--- config.mk ---
export PLATFORM = sky130hd
export DESIGN_NAME = int_slice_top
export DESIGN_NICKNAME = d
export VERILOG_FILES = /design/src/core_pkg.sv /design/src/reg_file.sv /design/src/issue_stage.sv /design/src/issue_buffer.sv /design/src/exec_stage.sv /design/src/int_slice_top.sv
export SDC_FILE = /design/constraint.sdc
export NUM_CORES = 2
export LEC_CHECK = 0
export BUFFER_PORTS_ARGS = -buffer_cell sky130_fd_sc_hd__buf_2
export CAP_MARGIN = 25
export CORE_MARGIN = 2
export CORE_UTILIZATION = 43
export CTS_CLUSTER_SIZE = 16
export DETAILED_ROUTE_END_ITERATION = 10
export GPL_TIMING_DRIVEN = 0
export PLACE_DENSITY_LB_ADDON = 0.1
export SYNTH_ARGS = -nofsm -noshare
export SYNTH_HDL_FRONTEND = slang
export SYNTH_SLANG_ARGS = --single-unit
--- constraint.sdc ---
create_clock -name clk -period 4.39 [get_ports clk]
set_clock_uncertainty 0.2 [all_clocks]
set_input_delay 0.439 -clock clk [delete_from_list [all_inputs] [get_ports clk]]
set_output_delay 0.439 -clock clk [all_outputs]
set_load 0.02 [all_outputs]
--- src/core_pkg.sv ---
package core_pkg;

    // Widths that carry a meaning in the slice.
    typedef logic [31:0] u32_t;
    typedef logic [4:0]  reg_idx_t;
    typedef logic [31:0] inst_t;
    typedef logic [3:0]  alu_op_t;

    // ALU operation select.
    localparam alu_op_t ALU_ADD  = 4'd0;
    localparam alu_op_t ALU_SUB  = 4'd1;
    localparam alu_op_t ALU_SLT  = 4'd2;
    localparam alu_op_t ALU_SLTU = 4'd3;
    localparam alu_op_t ALU_AND  = 4'd4;
    localparam alu_op_t ALU_OR   = 4'd5;
    localparam alu_op_t ALU_XOR  = 4'd6;
    localparam alu_op_t ALU_PASS = 4'd7;

    // 3R format, opcode in bits 31..15.
    localparam logic [16:0] OPC_ADD_W = 17'h00020;
    localparam logic [16:0] OPC_SUB_W = 17'h00022;
    localparam logic [16:0] OPC_SLT   = 17'h00024;
    localparam logic [16:0] OPC_SLTU  = 17'h00025;
    localparam logic [16:0] OPC_AND   = 17'h00029;
    localparam logic [16:0] OPC_OR    = 17'h0002a;
    localparam logic [16:0] OPC_XOR   = 17'h0002b;

    // 2RI12 format, opcode in bits 31..22.
    localparam logic [9:0] OPC_ADDI_W = 10'h00a;

    // 1RI20 format, opcode in bits 31..25.
    localparam logic [6:0] OPC_LU12I_W = 7'h0a;

    // Decoded operation handed from issue to execute.
    typedef struct packed {
        alu_op_t  op;
        reg_idx_t rd;
        logic     wen;
        logic     illegal;
        u32_t     src_a;
        u32_t     src_b;
    } issue_t;

    // Record emitted when an operation retires.
    typedef struct packed {
        reg_idx_t rd;
        logic     wen;
        logic     illegal;
        u32_t     value;
    } retire_t;

endpackage

--- src/reg_file.sv ---
module reg_file (
    input  logic              clk,
    input  logic              rst_n,

    input  core_pkg::reg_idx_t rj,
    input  core_pkg::reg_idx_t rkd,
    output core_pkg::u32_t     rj_data,
    output core_pkg::u32_t     rkd_data,

    input  logic              we,
    input  core_pkg::reg_idx_t rd,
    input  core_pkg::u32_t     rd_data
);

    import core_pkg::*;

    u32_t regs [32];
    logic fwd_en;

    // Bypass only real writes, r0 never takes a value.
    assign fwd_en = we && (rd != 5'd0);

    always_comb begin
        if (fwd_en && (rj == rd)) begin
            rj_data = rd_data;
        end else begin
            rj_data = regs[rj];
        end
    end

    always_comb begin
        if (fwd_en && (rkd == rd)) begin
            rkd_data = rd_data;
        end else begin
            rkd_data = regs[rkd];
        end
    end

    always_ff @(posedge clk or negedge rst_n) begin
        if (!rst_n) begin
            regs[0] <= '0;
        end else if (fwd_en) begin
            regs[rd] <= rd_data;
        end
    end

endmodule

--- src/issue_stage.sv ---
module issue_stage (
    input  logic                inst_valid,
    output logic                inst_ready,
    input  core_pkg::inst_t     inst,

    output logic                iss_valid,
    input  logic                iss_ready,
    output core_pkg::issue_t    iss,

    output core_pkg::reg_idx_t  rj,
    output core_pkg::reg_idx_t  rkd,
    input  core_pkg::u32_t      rj_data,
    input  core_pkg::u32_t      rkd_data
);

    import core_pkg::*;

    logic [16:0] opc_3r;
    logic [9:0]  opc_2ri12;
    logic [6:0]  opc_1ri20;
    reg_idx_t    rd;
    u32_t        imm_si12;
    u32_t        imm_ui20;

    alu_op_t     op;
    logic        legal;
    u32_t        src_b;

    // Straight pass of the handshake, the stage holds no state.
    assign inst_ready = iss_ready;
    assign iss_valid  = inst_valid;

    assign opc_3r    = inst[31:15];
    assign opc_2ri12 = inst[31:22];
    assign opc_1ri20 = inst[31:25];

    // Field positions are common to all three formats.
    assign rd  = inst[4:0];
    assign rj  = inst[9:5];
    assign rkd = inst[14:10];

    assign imm_si12 = {{20{inst[21]}}, inst[21:10]};
    assign imm_ui20 = {inst[24:5], 12'd0};

    always_comb begin
        op    = ALU_PASS;
        legal = 1'b1;
        src_b = rkd_data;
        case (opc_3r)
            OPC_ADD_W: op = ALU_ADD;
            OPC_SUB_W: op = ALU_SUB;
            OPC_SLT:   op = ALU_SLT;
            OPC_SLTU:  op = ALU_SLTU;
            OPC_AND:   op = ALU_AND;
            OPC_OR:    op = ALU_OR;
            OPC_XOR:   op = ALU_XOR;
            default: begin
                if (opc_2ri12 == OPC_ADDI_W) begin
                    op    = ALU_ADD;
                    src_b = imm_si12;
                end else if (opc_1ri20 == OPC_LU12I_W) begin
                    // Result is operand b itself.
                    op    = ALU_PASS;
                    src_b = imm_ui20;
                end else begin
                    legal = 1'b0;
                end
            end
        endcase
    end

    always_comb begin
        iss.op      = op;
        iss.rd      = rd;
        iss.wen     = legal && (rd != 5'd0);
        iss.illegal = !legal;
        iss.src_a   = rj_data;
        iss.src_b   = src_b;
    end

endmodule

--- src/issue_buffer.sv ---
module issue_buffer (
    input  logic             clk,
    input  logic             rst_n,

    input  logic             iss_valid,
    output logic             iss_ready,
    input  core_pkg::issue_t iss,

    output logic             ex_valid,
    input  logic             ex_ready,
    output core_pkg::issue_t ex
);

    import core_pkg::*;

    logic   full;
    issue_t entry;

    // The entry can be replaced on the edge it drains.
    assign iss_ready = !full || ex_ready;

    always_ff @(posedge clk or negedge rst_n) begin
        if (!rst_n) begin
            full <= 1'b0;
        end else if (iss_ready) begin
            full <= iss_valid;
        end
    end

    always_ff @(posedge clk) begin
        if (iss_valid && iss_ready) begin
            entry <= iss;
        end
    end

    assign ex_valid = full;
    assign ex       = entry;

endmodule

--- src/exec_stage.sv ---
module exec_stage (
    input  logic               ex_valid,
    output logic               ex_ready,
    input  core_pkg::issue_t   ex,

    output logic               ret_valid,
    input  logic               ret_ready,
    output core_pkg::retire_t  ret,

    output logic               we,
    output core_pkg::reg_idx_t rd,
    output core_pkg::u32_t     rd_data
);

    import core_pkg::*;

    u32_t result;
    u32_t value;

    always_comb begin
        case (ex.op)
            ALU_ADD:  result = ex.src_a + ex.src_b;
            ALU_SUB:  result = ex.src_a - ex.src_b;
            ALU_SLT:  result = {31'd0, $signed(ex.src_a) < $signed(ex.src_b)};
            ALU_SLTU: result = {31'd0, ex.src_a < ex.src_b};
            ALU_AND:  result = ex.src_a & ex.src_b;
            ALU_OR:   result = ex.src_a | ex.src_b;
            ALU_XOR:  result = ex.src_a ^ ex.src_b;
            default:  result = ex.src_b;
        endcase
    end

    // Illegal operations report a zero value.
    assign value = ex.illegal ? '0 : result;

    assign ret_valid = ex_valid;
    assign ex_ready  = ret_ready;

    always_comb begin
        ret.rd      = ex.rd;
        ret.wen     = ex.wen;
        ret.illegal = ex.illegal;
        ret.value   = value;
    end

    // Write back only on the retire transfer.
    assign we      = ex_valid && ret_ready && ex.wen;
    assign rd      = ex.rd;
    assign rd_data = value;

endmodule

--- src/int_slice_top.sv ---
module int_slice_top (
    input  logic              clk,
    input  logic              rst_n,

    input  logic              inst_valid,
    output logic              inst_ready,
    input  core_pkg::inst_t   inst,

    output logic              ret_valid,
    input  logic              ret_ready,
    output core_pkg::retire_t ret
);

    import core_pkg::*;

    logic     iss_valid;
    logic     iss_ready;
    issue_t   iss;

    logic     ex_valid;
    logic     ex_ready;
    issue_t   ex;

    reg_idx_t rj;
    reg_idx_t rkd;
    u32_t     rj_data;
    u32_t     rkd_data;

    logic     we;
    reg_idx_t rd;
    u32_t     rd_data;

    issue_stage issue_stage_inst (
        .inst_valid (inst_valid),
        .inst_ready (inst_ready),
        .inst       (inst),
        .iss_valid  (iss_valid),
        .iss_ready  (iss_ready),
        .iss        (iss),
        .rj         (rj),
        .rkd        (rkd),
        .rj_data    (rj_data),
        .rkd_data   (rkd_data)
    );

    issue_buffer issue_buffer_inst (
        .clk       (clk),
        .rst_n     (rst_n),
        .iss_valid (iss_valid),
        .iss_ready (iss_ready),
        .iss       (iss),
        .ex_valid  (ex_valid),
        .ex_ready  (ex_ready),
        .ex        (ex)
    );

    exec_stage exec_stage_inst (
        .ex_valid  (ex_valid),
        .ex_ready  (ex_ready),
        .ex        (ex),
        .ret_valid (ret_valid),
        .ret_ready (ret_ready),
        .ret       (ret),
        .we        (we),
        .rd        (rd),
        .rd_data   (rd_data)
    );

    reg_file reg_file_inst (
        .clk      (clk),
        .rst_n    (rst_n),
        .rj       (rj),
        .rkd      (rkd),
        .rj_data  (rj_data),
        .rkd_data (rkd_data),
        .we       (we),
        .rd       (rd),
        .rd_data  (rd_data)
    );

endmodule

==> impl_metrics.csv <==
group,metric,value,unit
synth,syn_nets,3342,
min_path,hold_path.class,"input port to flop",
critical_path,cp.required,3750,ps
flow_run,maxCapViolations,0,
timing,tightest_slew,1170,ps
synth,async_reset_ff_share,3.00,%
critical_path,worstSetupPathType,"flop to output port",
layout,fill_cells,10300,
synth,synth_edf_count,1066,
critical_path,crit_buf_inv,5,
cts,clkTransAtPathRegs,60,ps
cts,cts_tree,"built",
synth,ys_warn_count,0,
critical_path,cp-start-kind,"flop",
layout,regArea,0.0328,mm2
status,violations,"negative setup slack",
critical_path,end_kind,"output port",
status,outcome,"finished, violations left",
layout,area_growth,23.0,%
global_routing,grt_util_all_layers,35.6,%
synth,syn_inst,3201,
layout,final_cell_mix,"edfxtp_1, mux4_2, clkbuf_1",
layout,layout_commonest_cell,"edfxtp_1",
timing,hold_viol,0,
cts,insertion_delay,790,ps
synth,synth.distinct_cells,85,
global_routing,overflow,0,
timing,finalSetupViolCount,283,
timing,fmax,183,MHz
die,die-height,366,um
critical_path,worst-path-max-fanout,3,
routing,drc,0,
power,p_total,0.0258,W
layout,utilization,53.4,%
global_routing,antenna_found_initial,11,
timing,rsz0062_at_grt,"yes",
routing,via_per_inst,6.93,
routing,first_pass_iters,8,
synth,syn_avg_cell_area,17.6,um2
critical_path,path_cells,"ha_4, fa_2, a211oi_4, nor4_1, or3_4, nor3_4, o211ai_1, buf_4, a221oi_4, mux2_4, a221o_1, o221ai_4, buf_12, clkinvlp_4, clkbuf_16, buf_8",
placed_design,dp_hpwl,163000,um
routing,ant_nets,0,
placed_design,numPortBuffers,63,
routing,vias,38600,
critical_path,cp_data_arrival_time,4830,ps
synth,synth-main-ff-cell,"edfxtp_1",
global_routing,grt_max_degree,66,
timing,fin_ws,-1080,ps
power,cellPowerDensity,373,mW/mm2
die,start_util,43.4,%
layout,drive_gt1_share,41.9,%
placed_design,gp_congestion,0.949,
global_routing,grt_pass1_vias,38000,
timing,fin_crit,5470,ps
critical_path,crit_family,"compound AO/OA/AOI/OAI gates",
critical_path,crit_slowest_cell,"edfxtp_1",
die,die_area,0.134,mm2
die,core_area,0.130,mm2
die,fp.dieW,366,um
critical_path,slowest_delay,510,ps
die,ios,77,
timing,tns,-38140,ps
layout,multi_input_area,0.0234,mm2
cts,cts_max_level,3,
timing,slew_violations,0,
die,placementRows,132,
synth,syn_area,0.0563,mm2
cts,clk_path_buf_depth,3,
power,leakagePower,23.2,nW
global_routing,grt_first_pass_wirelength,322000,um
cts,clock_sinks,1099,
routing,wirelength,240000,um
synth,ys_ff_latch,1099,
cts,cts_root_buffer,"clkbuf_16",
routing,wl_per_cell,43.0,um
timing,min_period_over_period,125,%
layout,nets,3871,
routing,drtIter0Drc,6100,
power,ir_drop,329,uV
cts,cts_buffers,117,
timing,slew_headroom,21.9,%
placed_design,place_ws,-1440,ps
synth,synth_seq_area_share,58.4,%
-- through the flow --
stage | hold WS [ps] | std cells | cell area [um2]
3_5_place_dp | 136 | 5144 | 61600
3_3_place_gp | 252 | 5006 | 58800
5_1_grt | 68.1 | 5577 | 69200
2_1_floorplan | -56.6 | 3201 | 56300
4_1_cts | 16.9 | 5552 | 68600
6_report | 63.5 | 5579 | 69200
-- final timing paths --
| kind | start | end | slack [ps] | depth (start not counted) |
|---|---|---|---|---|
| max in group asynchronous | rst_n | reg_file_inst.regs[993] | 3000 | 3 |
| min in group asynchronous | rst_n | reg_file_inst.regs[1008] | 70 | 3 |
| setup / recovery | issue_buffer_inst.ex[0] | ret[28] | -1080 | 16 |
| hold reg to reg | reg_file_inst.regs[1011] | reg_file_inst.regs[1011] | 280 | 1 |
| hold / removal | inst[25] | issue_buffer_inst.ex[71] | 60 | 4 |
| setup reg to reg | issue_buffer_inst.ex[0] | reg_file_inst.regs[28] | -390 | 18 |
-- power by group --
part	leakage, nW	switching [W]	internal (W)
Clock	1.98	0.00444	0.00607
Combinational	11.0	0.00220	0.00150
Sequential	10.3	0.0000776	0.0115
Total	23.2	0.00672	0.0191
-- final cells by class --
type | instances | share of cell area, %
flip-flops and latches | 1099 | 47.4
multi-input cells | 1707 | 33.8
repair buffers | 389 | 7.09
clock buffers | 137 | 4.43
well taps | 1742 | 3.15
plain buffers | 282 | 1.87
clock inverters | 86 | 1.37
inverters | 116 | 0.730
repair inverters | 18 | 0.170
diodes | 3 | 0.0108
-- registers in the layout (all words and copies together), names as in the netlist --
signal	cells
reg_file_inst.regs	1024
issue_buffer_inst.ex	74
issue_buffer_inst.ex_valid	1
-- tightest hold or removal path, delay by kind of cell --
family | cells | cell delay (ps)
AOI/OAI and AO/OA | 1 | 160
buffers and inverters | 1 | 100
and+or+nand+nor | 2 | 220
-- synth_stat cells (33+ instances only) --
| cell type | instances | share of area [%] |
|---|---|---|
| a21oi_1 | 106 | 0.94 |
| buf_1 | 39 | 0.26 |
| buf_2 | 66 | 0.59 |
| clkbuf_1 | 167 | 1.1 |
| dfrtp_1 | 33 | 1.5 |
| edfxtp_1 | 1066 | 57 |
| ha_1 | 103 | 2.3 |
| inv_1 | 113 | 0.75 |
| mux2_2 | 36 | 0.72 |
| mux2i_1 | 43 | 0.76 |
| mux4_2 | 640 | 26 |
| nand2_1 | 96 | 0.64 |
| nand3_1 | 35 | 0.31 |
| nor2_1 | 130 | 0.87 |
| o21ai_0 | 89 | 0.79 |
-- per-layer routing --
layer	wire length (um)	vias to the layer above	part of all wire (%)	global-route usage [%]
met3	29000	624	12	9.10
li1	-	14500	-	-
met2	110000	3053	46	55.0
met5	57	-	0.024	0
met1	86300	20500	36	46.7
met4	14700	8	6.1	18.4
-- kinds of logic (layout without fill, tap and decap cells) --
kind of cell | count (synthesis) | count (layout) | share of synthesized area (%)
buffers and inverters | 398 | 1028 | 2.88
AO/OA/AOI/OAI | 444 | 445 | 5.37
flip-flops | 1099 | 1099 | 58.4
AND/OR/NAND/NOR | 405 | 407 | 3.45
multiplexers | 719 | 719 | 27.1
XOR/XNOR | 31 | 31 | 0.482
other | 0 | 3 | 0
adder cells (fa/ha/maj) | 105 | 105 | 2.36
-- what timing repair did --
item | in CTS | in global routing
cloned | 24 | 0
gates resized for setup | 347 | 105
setup endpoints to repair | 773 | 317
setup buffers | 153 | 37
hold buffers | 14 | 0
pin swaps | 87 | 61
endpoints found under the hold margin | 56 | 0
(Power assumes the default switching activity.)
